## src/obj_video_settings.svh

```systemverilog
//--------------------
// object engine constants, positions live in a 10-bit screen space
// line start count assumes hdump steps once per clock
//--------------------
`ifndef OBJ_VIDEO_SETTINGS_SVH
`define OBJ_VIDEO_SETTINGS_SVH

// frame table depth, 1024 entries
`define OBJ_TABLE_AW 10

// hdump value that starts a new line
`define OBJ_LINE_START 9'h1d0

// fixed offsets added to every object position
`define OBJ_XOFS 10'h40
`define OBJ_YOFS 10'h10

// color index that is never written to the buffer
`define OBJ_TRANSP 4'hf

`endif

```

## src/obj_video_pkg.sv

```systemverilog
//--------------------
// shared types of the object engine
//--------------------
`default_nettype none

package obj_video_pkg;

    typedef struct packed {
        logic [2:0] prio;
        logic [2:0] rsv;
        logic [9:0] pos;
    } obj_xword_t;

    typedef struct packed {
        logic       last;   // end of table
        logic [1:0] bank;
        logic [2:0] rsv;
        logic [9:0] pos;
    } obj_yword_t;

    typedef struct packed {
        logic [3:0] rows;     // tile rows minus one
        logic [3:0] cols;     // tile columns minus one
        logic       absolute; // scroll offsets not applied
        logic       vflip;
        logic       hflip;
        logic [4:0] pal;
    } obj_attr_t;

    typedef struct packed {
        obj_xword_t  x;
        obj_yword_t  y;
        logic [15:0] code;
        obj_attr_t   attr;
    } obj_entry_t;

    typedef struct packed {
        logic [15:0] code;
        logic [3:0]  vsub;
        logic        hflip;
        logic [4:0]  pal;
        logic [2:0]  prio;
        logic [1:0]  bank;
        logic [8:0]  hpos;
    } draw_req_t;

    typedef struct packed {
        logic [2:0] prio;
        logic [4:0] pal;
        logic [3:0] color;
    } obj_pixel_t;

    // end flag in y, or an attr high byte of ff
    function automatic logic entry_is_end(obj_entry_t e);
        return e.y.last || ({e.attr.rows, e.attr.cols} == 8'hff);
    endfunction

endpackage

`default_nettype wire

```

## src/obj_tile_draw.sv

```systemverilog
//--------------------
// one tile row per request, pixels past column 511 are clipped
// rom_addr is bank, code and vsub
//--------------------
`timescale 1ns/10ps
`default_nettype none

`include "obj_video_settings.svh"

module obj_tile_draw (
    input  logic                     clk,
    input  logic                     rst,
    input  logic                     draw_start,
    input  obj_video_pkg::draw_req_t draw_req,
    output logic                     draw_idle,
    output logic                     rom_cs,
    output logic [21:0]              rom_addr,
    input  logic [63:0]              rom_data,
    input  logic                     rom_ok,
    output logic                     wr_en,
    output logic [8:0]               wr_addr,
    output obj_video_pkg::obj_pixel_t wr_pixel,
    input  obj_video_pkg::obj_pixel_t wr_busy_pixel
);

    typedef enum logic [1:0] {
        IDLE,
        FETCH,
        WRITE
    } state_t;

    state_t                   state;
    obj_video_pkg::draw_req_t req;
    logic [63:0]              data;  // pixel shifter
    logic [3:0]               cnt;
    logic [9:0]               col;
    logic [3:0]               color;

    assign draw_idle = state == IDLE;
    assign rom_addr  = {req.bank, req.code, req.vsub};

    // leftmost pixel in the low nibble, taken from the top when flipped
    assign color    = req.hflip ? data[63:60] : data[3:0];
    assign col      = {1'b0, req.hpos} + {6'd0, cnt};
    assign wr_addr  = col[8:0];
    assign wr_pixel = '{prio: req.prio, pal: req.pal, color: color};
    assign wr_en    = (state == WRITE) && !col[9] &&
                      (color != `OBJ_TRANSP) &&
                      (wr_busy_pixel.color == `OBJ_TRANSP); // first writer keeps the spot

    always_ff @(posedge clk, posedge rst) begin
        if (rst) begin
            state  <= IDLE;
            rom_cs <= 1'b0;
            cnt    <= '0;
        end else begin
            case (state)
                IDLE: begin
                    if (draw_start) begin
                        state  <= FETCH;
                        rom_cs <= 1'b1;
                    end
                end
                FETCH: begin
                    if (rom_ok) begin
                        state  <= WRITE;
                        rom_cs <= 1'b0;
                        cnt    <= '0;
                    end
                end
                WRITE: begin
                    cnt <= cnt + 4'd1;
                    if (cnt == 4'd15) begin
                        state <= IDLE;
                    end
                end
                default: state <= IDLE;
            endcase
        end
    end

    always_ff @(posedge clk) begin
        if (draw_start && state == IDLE) begin
            req <= draw_req;
        end
        if (state == FETCH && rom_ok) begin
            data <= rom_data;
        end else if (state == WRITE) begin
            data <= req.hflip ? data << 4 : data >> 4;
        end
    end

    a_rom_addr_stable: assert property (
        @(posedge clk) disable iff (rst)
        rom_cs && !rom_ok |=> $stable(rom_addr)
    ) else $error("rom_addr moved during a pending fetch");

endmodule

`default_nettype wire

```

## config.mk

```make
export PLATFORM = sky130hd
export DESIGN_NAME = obj_tile_draw
export DESIGN_NICKNAME = d
export VERILOG_FILES = /design/src/obj_video_pkg.sv /design/src/obj_tile_draw.sv
export VERILOG_INCLUDE_DIRS = /design/src /design/src/src
export SDC_FILE = /design/constraint.sdc
export NUM_CORES = 1
export LEC_CHECK = 0
export ABC_AREA = 0
export BUFFER_PORTS_ARGS = -buffer_cell sky130_fd_sc_hd__buf_2
export CAP_MARGIN = 20
export CORE_UTILIZATION = 36
export DETAILED_ROUTE_END_ITERATION = 7
export HOLD_SLACK_MARGIN = 0.1
export PLACE_DENSITY = 0.66
export SYNTH_ARGS = -nofsm -noshare
export SYNTH_HDL_FRONTEND = slang
export SYNTH_SLANG_ARGS = --single-unit
```

## constraint.sdc

```tcl
create_clock -name clk -period 3.8 [get_ports clk]
set_input_delay 0.95 -clock clk [delete_from_list [all_inputs] [get_ports clk]]
set_output_delay 0.95 -clock clk [all_outputs]
set_load 0.05 [all_outputs]
```

After elaboration in Yosys (flattened, before gate mapping) --
Index checks and enable logic that the tools add are counted.
Word-level totals: bits in registers 111, output and inout bits 46, logic and storage cells 47
Operators by class: eq/ne operators 8, muxes and demuxes 13, add/subtract/negate cells 2, reduce and logical (&&, ||, !) cells 13
Operators with widths (count):
- $mux 64 | 3
- $add 9x4->10 | 1
- $eq 4x4->1 const B | 2
- $mux 4 | 2
- $pmux 4 s2 | 1
- $mux 2 | 3
- $ne 2x2->1 const B | 3
- $pmux 2 s3 | 1
- $reduce_and 3->1 | 2
- $reduce_bool 2->1 | 3
- $logic_and 1x1->1 | 5
- $add 4x1->4 const B | 1
- $ne 4x4->1 const B | 1
- $eq 2x1->1 const B | 1
- $eq 2x2->1 const B | 1
- $logic_not 2->1 | 1
- $mux 1 | 2
- $pmux 1 s2 | 1
- $reduce_and 2->1 | 1
- $logic_not 1->1 | 1

Longest topological paths before layout --
depth after elaboration 5, mapped depth 5, depth with buffers taken out 5

Worst setup path before layout --
OpenSTA, ideal clock, no wires.
path type input -> output, start point input port wr_busy_pixel[2] (netlist bit), end point output port wr_en, slack 0.498 ns, stages on the path 3, path buffers 0, arrival 2.352 ns, data required time 2.850 ns, path through nand4_1 -> or2_1 -> a2111oi_2
On the way: longest elaborated chain between the ends 2
RTL lines:
- start: declaration | line obj_tile_draw.sv:23 | input obj_video_pkg::obj_pixel_t wr_busy_pixel
- $eq 4x4->1 (no line)
- $logic_and 1x1->1 | line obj_tile_draw.sv:47 | assign wr_en = (state == WRITE) && !col[9] &&
- end: declaration | line obj_tile_draw.sv:20 | output logic wr_en,
No other way between the ends.

Worst setup path after layout --
start point register cnt[1], end point output port wr_en
On the way: longest elaborated chain between the ends 5
RTL lines:
- start: declaration | line obj_tile_draw.sv:35 | logic [3:0] cnt;
- start signal: assignment | line obj_tile_draw.sv:72 | cnt <= cnt + 4'd1;
- $add 9x4->10 | line obj_tile_draw.sv:44 | assign col = {1'b0, req.hpos} + {6'd0, cnt};
- $logic_not 1->1 | line obj_tile_draw.sv:47
- $logic_and 1x1->1 (3 in a row) | line obj_tile_draw.sv:47
No other way between the ends.

==> results.sh <==
export IMPL_htreeDepth=3
export IMPL_grt_max_degree=65
export IMPL_ios=166
export IMPL_rsz0062_at_grt="no"
export IMPL_slowest_delay_ps=450
export IMPL_std_cell_rows=44
export IMPL_drc_errors=0
export IMPL_grt_pass1_wl_mm=18.35
export IMPL_use_met2_pct=23.69
export IMPL_grtUsageTotal_pct=15.13
export IMPL_coreArea_mm2=0.01453
export IMPL_antenna_found_initial=0
export IMPL_status="finished clean"
export IMPL_hp_class="reg2reg"
export IMPL_critical_path_required_ps=2850
export IMPL_syn_to_final_growth_pct=18.32
export IMPL_cts_sinks=111
export IMPL_setup_tns_ps=0
export IMPL_dieArea_mm2=0.01544
export IMPL_initial_core_util_pct=37.04
export IMPL_layout_drive_gt1_share_pct=32.73
export IMPL_cts_hold_buf=0
export IMPL_clock_latency_ps=350
export IMPL_seq_area_frac_synth_pct=61.27
export IMPL_p_per_area_mw_per_mm2=779.2
export IMPL_grt_ovfl_total=0
export IMPL_crit_path_cell_trace="ha_1 > a211o_1 > a21o_1 > a2111oi_2 > buf_2"
export IMPL_r2r_start="state[1]$_DFFE_PP0P_"
export IMPL_synthArstFlopShare_pct=6.306
export IMPL_top_usage_layer="met2"
export IMPL_critPathLaunch="cnt[1]$_DFFE_PP0P_"
export IMPL_wirelength_mm=11.55
export IMPL_cts_tree="built"
export IMPL_antenna_left=0
export IMPL_wire_per_inst_um=15.61
export IMPL_p_leak_nw=2.641
export IMPL_ys_warn_count=0
export IMPL_fmax_mhz=312.6
export IMPL_max_vdd_ir_drop_mv=0.2898
export IMPL_relSlewSlack_pct=39.46
export IMPL_synthFlopType="edfxtp_1"
export IMPL_met1_usage_pct=20.22
export IMPL_drtIter0Drc=195
export IMPL_path_max_fanout=5
export IMPL_vias=3571
export IMPL_timing_hold_violations_final=0
export IMPL_first_pass_iters=4
export IMPL_worst_pin_slew_ps=908.1
export IMPL_postCtsSetupBuffers=0
export IMPL_numCtsBuffers=9
export IMPL_crit_type="reg2out"
export IMPL_nNetsFinal=677
export IMPL_die_w_um=124.3
export IMPL_synth_area_mm2=0.005383
export IMPL_place_hpwl_mm=8.249
export IMPL_min_period_ps=3199
export IMPL_synth_cell_types=37
export IMPL_hold_start="state[1]$_DFFE_PP0P_"
export IMPL_ctsRootBufferMaster="clkbuf_16"
export IMPL_grt_pass1_vias=3534
export IMPL_die_y_um=124.3
export IMPL_dp_slack_ps=849.9
export IMPL_cts_resized=0
export IMPL_synth_cells=432
export IMPL_met3_usage_pct=3.479
export IMPL_startpoint_type="flip-flop"
export IMPL_clkTransAtPathRegs_ps=70
export IMPL_synth_edf_count=104
export IMPL_crit_arrival_ps=2250
export IMPL_endpoint_kind="primary output"
export IMPL_skew_ps=10.22
export IMPL_cts_path_max_buffers=2
export IMPL_maxSlewViolCount=0
export IMPL_postLayoutSetupSlackWorst_ps=601.1
export IMPL_period_share_pct=84.18
export IMPL_finalWeightedCongestion=0.7671
export IMPL_fill_cells=1372
export IMPL_avgSynthCellArea_um2=12.46
export IMPL_port_buffers=157
export IMPL_vias_per_cell=4.826
export IMPL_syn_num_nets=558
export IMPL_antennaDiodeCount=0
export IMPL_slowest_stage="dfrtp_1"
export IMPL_setup_violations=0
export IMPL_ys_ff_latch=111
export IMPL_drv_cap=0
[final cells by class]
type / count / area, µm² / share of cell area, %
clock buffer: 9 / 225.2 / 3.536
clock inverter: 7 / 87.58 / 1.375
inverter: 5 / 18.77 / 0.2947
multi-input combinational: 262 / 1660 / 26.07
sequential: 111 / 3298 / 51.79
tap: 184 / 230.2 / 3.615
timing repair buffer: 162 / 848.3 / 13.32
[registers in the layout (all words and copies together) (netlist names)]
| register | flops |
|---|---|
| cnt | 4 |
| req | 10 |
| rom_cs | 1 |
| rom_addr | 22 |
| data | 64 |
| state | 2 |
| wr_pixel | 8 |
[Yosys cell counts, types with 2 or more instances]
library cell / instances / area [µm²]
o211ai_1: 2 / 15.01
and2_1: 2 / 12.51
a21oi_1: 4 / 20.02
buf_4: 34 / 255.2
nand4_1: 2 / 12.51
o21ai_1: 6 / 30.03
mux2_2: 3 / 33.78
dfrtp_1: 7 / 175.2
nand2_1: 79 / 296.5
edfxtp_1: 104 / 3123
a21o_1: 3 / 22.52
nand3_1: 13 / 65.06
xor2_1: 4 / 35.03
clkbuf_1: 4 / 15.01
mux2i_1: 58 / 580.6
nor2_1: 7 / 26.28
ha_1: 5 / 62.56
inv_1: 5 / 18.77
nand2b_1: 2 / 12.51
buf_6: 10 / 112.6
o21ai_0: 54 / 270.3
buf_2: 5 / 25.02
nand3b_1: 5 / 37.54
[per-stage QoR]
step | utilization [%] | power, mW | area (µm²) | cells | hold WS, ps
2_1_floorplan | - | 3.615 | 5383 | 432 | 453.7
3_3_place_gp | 41.67 | 3.949 | 6056 | 724 | 458.3
3_5_place_dp | 41.67 | 4.013 | 6056 | 724 | 482.3
4_1_cts | 43.82 | 5.025 | 6369 | 740 | 499.0
5_1_grt | 43.82 | 5.239 | 6369 | 740 | 512.3
6_report | 43.82 | 4.962 | 6369 | 740 | 499.5
[power breakdown]
part           internal (mW)  switching (mW)
Combinational          0.526            1.15
Clock                  0.573           0.433
Sequential              2.00           0.276
[final timing paths]
| path | endpoint | slack, ps | cells after the start |
|---|---|---|---|
| worst min register to register | state[0]$_DFFE_PP0P_ | 500 | 1 |
| max in group asynchronous | cnt[3]$_DFFE_PP0P_ | 3070 | 2 |
| worst min-delay path | state[0]$_DFFE_PP0P_ | 500 | 1 |
| min in group asynchronous | state[0]$_DFFE_PP0P_ | 520 | 2 |
| worst max-delay path | wr_en | 600 | 5 |
| worst max register to register | data[17]$_DFFE_PP_ | 1890 | 3 |
[cells by family (layout without fill, tap and decap cells)]
| family | Yosys count | in the layout | share of synthesized area [%] |
|---|---|---|---|
| compound gates | 75 | 75 | 7.694 |
| xor+xnor | 5 | 5 | 0.8135 |
| fa+ha+maj | 6 | 6 | 1.534 |
| buf+inv | 59 | 183 | 8.019 |
| flops | 111 | 111 | 61.27 |
| mux | 61 | 61 | 11.41 |
| simple gates | 115 | 115 | 9.252 |
[worst max-delay path, delay by kind of cell (launching register included)]
family | cells | cell delay, ps
AOI/OAI and AO/OA | 3 | 800
DFF | 1 | 450
adders and majority gates | 1 | 320
buffers and inverters | 1 | 320
[per-layer routing]
layer	vias up	part of all wire [%]
met1	1653	47
met3	11	6.0
met4	0	1.5
met5	-	0
li1	1769	-
met2	138	46
[placed cells by master (no fill, tap or decap), types with 5 or more instances in the layout]
cell type and count:
buf_2 157, clkbuf_16 9, dfrtp_1 7, edfxtp_1 104, ha_1 5, inv_1 5, mux2i_1 58, nand2_1 78
nand3_1 13, nand3b_1 5, nor2_1 7, o21ai_0 54, o21ai_1 6
Power figures use the tool's default switching activity.
