### config.mk
export PLATFORM = sky130hd
export DESIGN_NAME = obj_line_scan
export DESIGN_NICKNAME = d
export VERILOG_FILES = /design/src/obj_video_pkg.sv /design/src/obj_tile_match.sv /design/src/obj_line_scan.sv
export VERILOG_INCLUDE_DIRS = /design/src /design/src/src
export SDC_FILE = /design/constraint.sdc
export NUM_CORES = 1
export LEC_CHECK = 0
export BUFFER_PORTS_ARGS = -buffer_cell sky130_fd_sc_hd__clkbuf_2
export CAP_MARGIN = 20
export CORE_ASPECT_RATIO = 0.6
export CORE_MARGIN = 5
export CORE_UTILIZATION = 45
export CTS_CLUSTER_DIAMETER = 30
export DETAILED_ROUTE_END_ITERATION = 10
export GPL_TIMING_DRIVEN = 0
export PLACE_DENSITY = 0.71
export SYNTH_ARGS = -nofsm -noshare
export SYNTH_HDL_FRONTEND = slang
export SYNTH_HIERARCHICAL = 1
export SYNTH_SLANG_ARGS = --single-unit
### constraint.sdc
create_clock -name clk -period 18.1 [get_ports clk]
set_input_delay 0.905 -clock clk [delete_from_list [all_inputs] [get_ports clk]]
set_output_delay 0.905 -clock clk [all_outputs]
set_load 0.01 [all_outputs]
### src/obj_video_settings.svh
//--------------------
// object engine constants, positions live in a 10-bit screen space
// line start count assumes hdump steps once per clock
//--------------------
`ifndef OBJ_VIDEO_SETTINGS_SVH
`define OBJ_VIDEO_SETTINGS_SVH

// frame table depth, 1024 entries
`define OBJ_TABLE_AW 10

// hdump value that starts a new line
`define OBJ_LINE_START 9'h1d0

// fixed offsets added to every object position
`define OBJ_XOFS 10'h40
`define OBJ_YOFS 10'h10

// color index that is never written to the buffer
`define OBJ_TRANSP 4'hf

`endif

### src/obj_video_pkg.sv
//--------------------
// shared types of the object engine
//--------------------
`default_nettype none

package obj_video_pkg;

    typedef struct packed {
        logic [2:0] prio;
        logic [2:0] rsv;
        logic [9:0] pos;
    } obj_xword_t;

    typedef struct packed {
        logic       last;   // end of table
        logic [1:0] bank;
        logic [2:0] rsv;
        logic [9:0] pos;
    } obj_yword_t;

    typedef struct packed {
        logic [3:0] rows;     // tile rows minus one
        logic [3:0] cols;     // tile columns minus one
        logic       absolute; // scroll offsets not applied
        logic       vflip;
        logic       hflip;
        logic [4:0] pal;
    } obj_attr_t;

    typedef struct packed {
        obj_xword_t  x;
        obj_yword_t  y;
        logic [15:0] code;
        obj_attr_t   attr;
    } obj_entry_t;

    typedef struct packed {
        logic [15:0] code;
        logic [3:0]  vsub;
        logic        hflip;
        logic [4:0]  pal;
        logic [2:0]  prio;
        logic [1:0]  bank;
        logic [8:0]  hpos;
    } draw_req_t;

    typedef struct packed {
        logic [2:0] prio;
        logic [4:0] pal;
        logic [3:0] color;
    } obj_pixel_t;

    // end flag in y, or an attr high byte of ff
    function automatic logic entry_is_end(obj_entry_t e);
        return e.y.last || ({e.attr.rows, e.attr.cols} == 8'hff);
    endfunction

endpackage

`default_nettype wire

### src/obj_tile_match.sv
//--------------------
// results appear one cycle after the entry and hold while cen is low
// object height wraps at 1024 lines
//--------------------
`timescale 1ns/10ps
`default_nettype none

module obj_tile_match (
    input  logic                      clk,
    input  logic                      rst,
    input  logic                      cen,
    input  obj_video_pkg::obj_entry_t entry,
    input  logic [8:0]                vrender_l,
    output logic                      hit,
    output logic [3:0]                vsub,
    output logic [15:0]               row_code
);

    logic [9:0] dy;
    logic       in_span;
    logic       is_end;
    logic [3:0] m;

    assign is_end = obj_video_pkg::entry_is_end(entry);

    // distance from the object top wraps high when negative
    assign dy      = {1'b0, vrender_l} - entry.y.pos;
    assign in_span = (dy[9:8] == 2'b00) && (dy[7:4] <= entry.attr.rows);

    // tile row counted from the bottom when flipped
    assign m = entry.attr.vflip ? entry.attr.rows - dy[7:4] : dy[7:4];

    always_ff @(posedge clk, posedge rst) begin
        if (rst) begin
            hit <= 1'b0;
        end else if (cen) begin
            hit <= in_span && !is_end;
        end
    end

    always_ff @(posedge clk) begin
        if (cen) begin
            vsub     <= entry.attr.vflip ? ~dy[3:0] : dy[3:0];
            row_code <= entry.code + {8'd0, m, 4'd0}; // rows are 16 codes apart
        end
    end

    a_no_end_hit: assert property (
        @(posedge clk) disable iff (rst)
        cen && (entry.y.last || entry.attr[15:8] == 8'hff) |=> !hit
    ) else $error("tile match hit on an end-of-table entry");

endmodule

`default_nettype wire

### src/obj_line_scan.sv
//--------------------
// walks the table once per line, drops whatever is left at the next line
// entries sit in read, offset, match and issue stages
//--------------------
`timescale 1ns/10ps
`default_nettype none

`include "obj_video_settings.svh"

module obj_line_scan (
    input  logic                      clk,
    input  logic                      rst,
    input  logic [8:0]                hdump,
    input  logic [8:0]                vrender,
    input  logic [9:0]                off_x,
    input  logic [9:0]                off_y,
    output logic                      line,
    output logic [`OBJ_TABLE_AW-1:0]  scan_addr,
    input  obj_video_pkg::obj_entry_t scan_entry,
    output logic                      draw_start,
    output obj_video_pkg::draw_req_t  draw_req,
    input  logic                      draw_idle
);

    logic                     hstart;
    logic                     hstart_l;
    logic                     line_start;
    logic [8:0]               vrender_l;
    logic [`OBJ_TABLE_AW-1:0] addr;     // address of the entry now on scan_entry
    logic                     walking;
    logic                     rd_end;
    logic                     consume;
    logic                     st3_live;
    logic                     st4_live;
    logic                     hit_raw;
    logic                     hit;
    logic [3:0]               vsub;
    logic [15:0]              row_code;
    logic [3:0]               n;        // column being issued
    logic [3:0]               subn;
    logic [9:0]               effx;
    logic                     col_skip;
    logic                     can_issue;
    logic                     last_col;
    logic                     step;
    logic                     stall;
    logic                     start_d;

    obj_video_pkg::obj_entry_t st3;
    obj_video_pkg::obj_entry_t st4;

    assign hstart     = hdump == `OBJ_LINE_START;
    assign line_start = hstart && !hstart_l;

    assign rd_end    = obj_video_pkg::entry_is_end(scan_entry);
    assign consume   = walking && !stall;
    // the same address is read again while stalled
    assign scan_addr = line_start ? '0 : (consume ? addr + 1'd1 : addr);

    obj_tile_match u_tile_match (
        .clk       ( clk       ),
        .rst       ( rst       ),
        .cen       ( ~stall    ),
        .entry     ( st3       ),
        .vrender_l ( vrender_l ),
        .hit       ( hit_raw   ),
        .vsub      ( vsub      ),
        .row_code  ( row_code  )
    );

    // column placement mirrors under hflip, codes stay in order
    assign hit       = hit_raw && st4_live;
    assign subn      = st4.attr.hflip ? st4.attr.cols - n : n;
    assign effx      = st4.x.pos + {2'b00, subn, 4'd0};
    assign col_skip  = effx[9];
    assign can_issue = draw_idle && !draw_start && !start_d;
    assign last_col  = n == st4.attr.cols;
    assign step      = hit && (col_skip || can_issue);
    assign stall     = hit && !(step && last_col);

    always_ff @(posedge clk, posedge rst) begin
        if (rst) begin
            hstart_l   <= 1'b0;
            line       <= 1'b0;
            addr       <= '0;
            walking    <= 1'b0;
            st3_live   <= 1'b0;
            st4_live   <= 1'b0;
            n          <= '0;
            draw_start <= 1'b0;
            start_d    <= 1'b0;
        end else begin
            hstart_l <= hstart;
            start_d  <= draw_start;
            addr     <= scan_addr;
            if (consume && (rd_end || &addr)) begin
                walking <= 1'b0; // last address is still drawn
            end
            if (!stall) begin
                st3_live <= walking && !rd_end;
                st4_live <= st3_live;
            end
            draw_start <= step && !col_skip;
            if (step) begin
                n <= last_col ? 4'd0 : n + 4'd1;
            end
            // new line wins over everything above
            if (line_start) begin
                line       <= ~line;
                walking    <= 1'b1;
                st3_live   <= 1'b0;
                st4_live   <= 1'b0;
                n          <= '0;
                draw_start <= 1'b0;
            end
        end
    end

    always_ff @(posedge clk) begin
        if (line_start) begin
            vrender_l <= vrender;
        end
        if (!stall) begin
            st3       <= scan_entry;
            st3.x.pos <= scan_entry.x.pos + `OBJ_XOFS -
                         (scan_entry.attr.absolute ? 10'd0 : off_x);
            st3.y.pos <= scan_entry.y.pos + `OBJ_YOFS -
                         (scan_entry.attr.absolute ? 10'd0 : off_y);
            st4       <= st3;
        end
        if (step) begin
            draw_req <= '{
                code:  row_code + {12'd0, n},
                vsub:  vsub,
                hflip: st4.attr.hflip,
                pal:   st4.attr.pal,
                prio:  st4.x.prio,
                bank:  st4.y.bank,
                hpos:  effx[8:0]
            };
        end
    end

    a_start_pulse: assert property (
        @(posedge clk) disable iff (rst)
        draw_start |=> !draw_start
    ) else $error("draw_start held for two cycles");

endmodule

`default_nettype wire

-- Word level (Yosys, flattened, before mapping)
Cells that the tools add are included.
- flip-flop bits (word level): 173
- input port bits: 105
- logic and storage cells: 103
- add/subtract/negate cells: 12
- magnitude comparators: 1
- equal/unequal tests: 5
- muxes and demuxes: 17
- bitwise gates (word level): 2
- reductions and logical operators: 29
- operators by type and width (operator ; number):
    $mux W10 ; 4
    $mux W4 ; 6
    $sub A10 B10 Y10 ; 2
    $add A16 B4 Y16 ; 1
    $add A16 B8 Y16 ; 1
    $eq A8 B8 Y1 const B ; 2
    $logic_and A1 B1 Y1 ; 13
    $add A10 B1 Y10 const B ; 1
    $add A10 B5 Y10 const B ; 1
    $add A10 B7 Y10 const B ; 1
    $add A10 B8 Y10 ; 1
    $reduce_and A10 Y1 ; 1
    $sub A9 B10 Y10 ; 1
    $eq A9 B9 Y1 const B ; 1
    $logic_not A1 Y1 ; 8
    $sub A4 B4 Y4 ; 2
    $mux W1 ; 7
    $add A4 B1 Y4 const B ; 1
    $eq A4 B4 Y1 ; 1
    $le A4 B4 Y1 ; 1
    $logic_or A1 B1 Y1 ; 4
    $not A4 Y4 ; 1
    $reduce_bool A2 Y1 ; 2
    $logic_not A2 Y1 ; 1
    2 further kinds ; 2

-- Depth between registers and ports, before layout
- depth after elaboration: 13
- mapped depth: 18
- gate-level depth less buffers: 18

-- By module
Netlist, hierarchy kept.
- modules (own cells, without submodules) (module ; instances ; cells an instance ; area each (um^2)):
    obj_line_scan ; 1 ; 475 ; 6985.4
    obj_tile_match ; 1 ; 155 ; 1640.3

-- Least setup slack after synthesis
No wires, ideal clock.
- kind: register to register
- from: register n[1]
- to: register u_tile_match.hit
- setup time: 0.116 ns
- data arrival time: 8.422 ns
- slack: 9.562 ns
- cell stages (with the launch flop): 17
- path buffers: 2
- clock period less this slack: 8.538 ns
- cell sequence: dfrtp_1 inv_1 ha_1 nor2b_1 o21ai_0 nor3b_1 o21ai_0 xnor2_1 ha_1 o21ai_0 a31oi_1 mux2_4 buf_6 clkbuf_1 nor2_1 o2111ai_1 o41ai_2
- longest elaborated chain between the ends: 8
- elaborated cells between the ends (all ways): 9
- classes of those cells: 2 x add/sub; 1 x eq/ne; 1 x mux; 5 x reduce/logical
- RTL lines (item ; line ; source):
    from (decl) ; obj_line_scan.sv:39 ; logic [3:0] n;
    from (signal assigned) ; obj_line_scan.sv:105 ; n <= last_col ? 4'd0 : n + 4'd1;
    $sub A4 B4 Y4 ; obj_line_scan.sv:73 ; assign subn = st4.attr.hflip ? st4.attr.cols - n : n;
    $mux W4 ; obj_line_scan.sv:73 ;
    $add A10 B8 Y10 ; obj_line_scan.sv:74 ; assign effx = st4.x.pos + {2'b00, subn, 4'd0};
    $logic_or A1 B1 Y1 ; obj_line_scan.sv:78 ; assign step = hit && (col_skip || can_issue);
    $logic_and A1 B1 Y1 ; obj_line_scan.sv:78 ;
    $logic_and A1 B1 Y1 * ; obj_line_scan.sv:79 ; assign stall = hit && !(step && last_col);
    $logic_not A1 Y1 * ; obj_line_scan.sv:79 ;
    $logic_and A1 B1 Y1 * ; obj_line_scan.sv:79 ;
    to (signal assigned) ; obj_tile_match.sv:37 ; hit <= in_span && !is_end;
    to (decl) ; obj_tile_match.sv:14 ; output logic hit,
Every way passes the cells marked *; elsewhere a longest branch is shown, timed or not.
A chain may end at the register's enable or synchronous reset.

-- Worst setup path after layout
- from: register n[1]
- to: output port scan_addr[8]
- longest elaborated chain between the ends: 12
- elaborated cells between the ends (all ways): 13
- classes of those cells: 2 x add/sub; 1 x eq/ne; 3 x mux; 7 x reduce/logical
- RTL lines (item ; line ; source):
    $sub A4 B4 Y4 ; obj_line_scan.sv:73 ;
    $mux W4 ; obj_line_scan.sv:73 ;
    $add A10 B8 Y10 ; obj_line_scan.sv:74 ;
    $logic_or A1 B1 Y1 ; obj_line_scan.sv:78 ;
    $logic_and A1 B1 Y1 ; obj_line_scan.sv:78 ;
    $logic_and A1 B1 Y1 * ; obj_line_scan.sv:79 ;
    $logic_not A1 Y1 * ; obj_line_scan.sv:79 ;
    $logic_and A1 B1 Y1 * ; obj_line_scan.sv:79 ;
    $logic_not A1 Y1 * ; n/a ;
    $logic_and A1 B1 Y1 * ; obj_line_scan.sv:56 ; assign consume = walking && !stall;
    $mux W10 * (2 in series) ; obj_line_scan.sv:58 ; assign scan_addr = line_start ? '0 : (consume ? addr + 1'd1 : addr);
    to (decl) ; obj_line_scan.sv:18 ; output logic [`OBJ_TABLE_AW-1:0] scan_addr,
Marks and branches as above.

==> impl_metrics.ini <==
[run_status]
status = completed

[clocking]
cts.path.max_buffers = 2
clock-sinks = 173
cts.clk_slew.worst_paths_ns = 0.07
cts-root-buf = clkbuf_16
cts_buffers = 17
postCtsSetupBuffers = 0
cts_hold_buf = 0
cts_tree = done
htree_levels = 4
cts_resized = 0
clkLatencyLatePin_ns = 0.43

[worst_hold_path]
hold_class = in -> async

[drt]
avgViaCountPerCell = 5.102
remaining_drc_errors = 0
wirelength_um = 17450
vias = 5352
drt_iter0_drc = 391
ant_nets = 0
dr.pass1.iters = 5
wl_per_cell_um = 16.64

[yosys]
synth_area_per_cell_um2 = 13.51
ys.warnings.count = 6
syn-instance-count = 623
synth_area_um2 = 8416
synth_nets = 801

[critical_path]
cpMostUsedCell = o21ai_0
critical_path.max_fanout = 10
critical-path-max-stage-delay_ns = 0.51
crit_path_end_kind = primary output
reg2reg_slack_ns = 12.85
cp.required_ns = 17.19
path_cells = inv_1, ha_1, nor2b_1, o21ai_0, nor3b_1, o21ai_0, xnor2_1, ha_1, o21ai_0, a31oi_1, mux2_4, buf_6, or4_4, a21oi_2, clkbuf_2
cp-start-kind = flip-flop
crit_slowest_cell = or4_4
worst-setup-path-type = reg -> out
worst-endpoint-arrival_ns = 4.61

[sta]
post-route-period-util_pct = 30.50
finalClockSkew_ns = 0.008437
relSlewSlack_pct = 28.87
min_period_ns = 5.520
drv_slew = 0
whs_ns = 0.3172
rsz0062_at_grt = no
hold_violations = 0
setup_viol = 0
tns_ns = 0
fmax_ghz = 0.1812
worst_pin_slew_ns = 1.067

[cells_and_area]
final_nets = 974
instances_no_fill = 1049
antenna_cells = 0
fill_cells = 1533
syn_to_final_growth_pct = 20.80
drive_above_1_share_pct = 25.46
fin_util_pct = 55.83

[place]
gp_congestion = 0.8347
dp.cells = 1017
port_buffers = 150
hpwl_um = 13400

[floorplanning]
die_w_um = 186.5
dieArea_um2 = 21630
start_util_pct = 46.21
ioPinCount = 157
die_h_um = 115.9
rows = 38
coreArea_um2 = 18210

[global_route]
overflow = 0
grt_use_total_pct = 16.75
antenna_found_initial = 2
grt_max_degree = 33
grt_pass1_vias = 5468
grt_pass1_wl_um = 28410

[run]
cap_viol_max_count = 0

[pwr]
ir_drop_mv = 0.06983
power.leakage_nw = 4.323
power_density_nw_per_um2 = 111.4
-- worst max-delay path: cells and delay by family, from the launching register on --
| kind | cells | cell delay, ns |
|---|---|---|
| adders and majority gates | 2 | 0.70 |
| DFF | 1 | 0.44 |
| and+or+nand+nor | 3 | 0.86 |
| muxes | 1 | 0.39 |
| xor gates and xnor gates | 1 | 0.20 |
| buffers and inverters | 3 | 0.51 |
| AOI/OAI and AO/OA | 5 | 1.09 |
-- cell type report --
class                   instances  area, um^2  area share [%]
repair buffers                154       838.3           8.246
clock inverters                12       136.4           1.342
multi-input cells             392        3124           30.73
well taps                     240       300.3           2.954
plain buffers                   8       37.54          0.3692
clock buffers                  20       456.7           4.492
inverters                      50       187.7           1.846
flip-flops and latches        173        5085           50.02
-- per-layer routing --
layer	part of all wire (%)	global-route usage, %	up-vias	wire length [um]
met3	8.8	6.653	12	1537
met5	0.15	0	-	27
met1	49	23.68	2501	8520
met4	0.62	4.367	4	108
li1	-	-	2643	-
met2	42	24.33	192	7258
-- layout by cell type (no fill, tap or decap), drive strengths merged, types with 4 or more instances in the layout --
master / count
nand4: 6
dfrtp: 22
a21oi: 28
edfxtp: 151
clkinv: 6
mux2i: 4
or2: 4
nor2: 21
fa: 8
or4: 7
o21ai: 22
a211oi: 4
o31ai: 9
clkbuf: 175
xnor2: 36
a21boi: 4
and3: 8
nand3: 18
nand2: 22
nor3b: 5
ha: 65
nor2b: 12
nor3: 11
a21o: 16
buf: 7
o41ai: 5
nand2b: 20
xor2: 27
inv: 51
-- flip-flops by register name, indices dropped and copies added, names as in the netlist --
signal	cells
draw_start	1
st3	57
vrender_l	9
walking	1
u_tile_match/hit	1
st4_live	1
line	1
start_d	1
n	4
u_tile_match/row_code	16
st3_live	1
draw_req	40
addr	10
u_tile_match/vsub	4
hstart_l	1
st4	25
-- power breakdown --
group	switching (mW)	internal, mW	total (mW)
sequential	0.0284	0.496	0.525
clock	0.153	0.212	0.364
combinational	0.130	0.113	0.243
total	0.311	0.821	1.13
-- final timing paths --
kind,startpoint,end,depth (start not counted)
max,n[1],scan_addr[8],15
min,rst,u_tile_match/hit,2
max reg2reg,n[1],st3[61],17
min reg2reg,u_tile_match/vsub[0],draw_req[20],0
max in group asynchronous,rst,draw_start,2
min in group clk,u_tile_match/vsub[0],draw_req[20],0
-- through the flow --
stage	instance area [um^2]	power, mW	worst slack (ns)
after floorplan	8416	0.7021	9.881
after CTS	10170	1.145	12.60
after detailed placement	9573	0.7768	12.90
after global routing	10170	1.199	12.25
final	10170	1.132	12.58
after global placement	9467	0.7670	7.051
(Power assumes the default switching activity.)
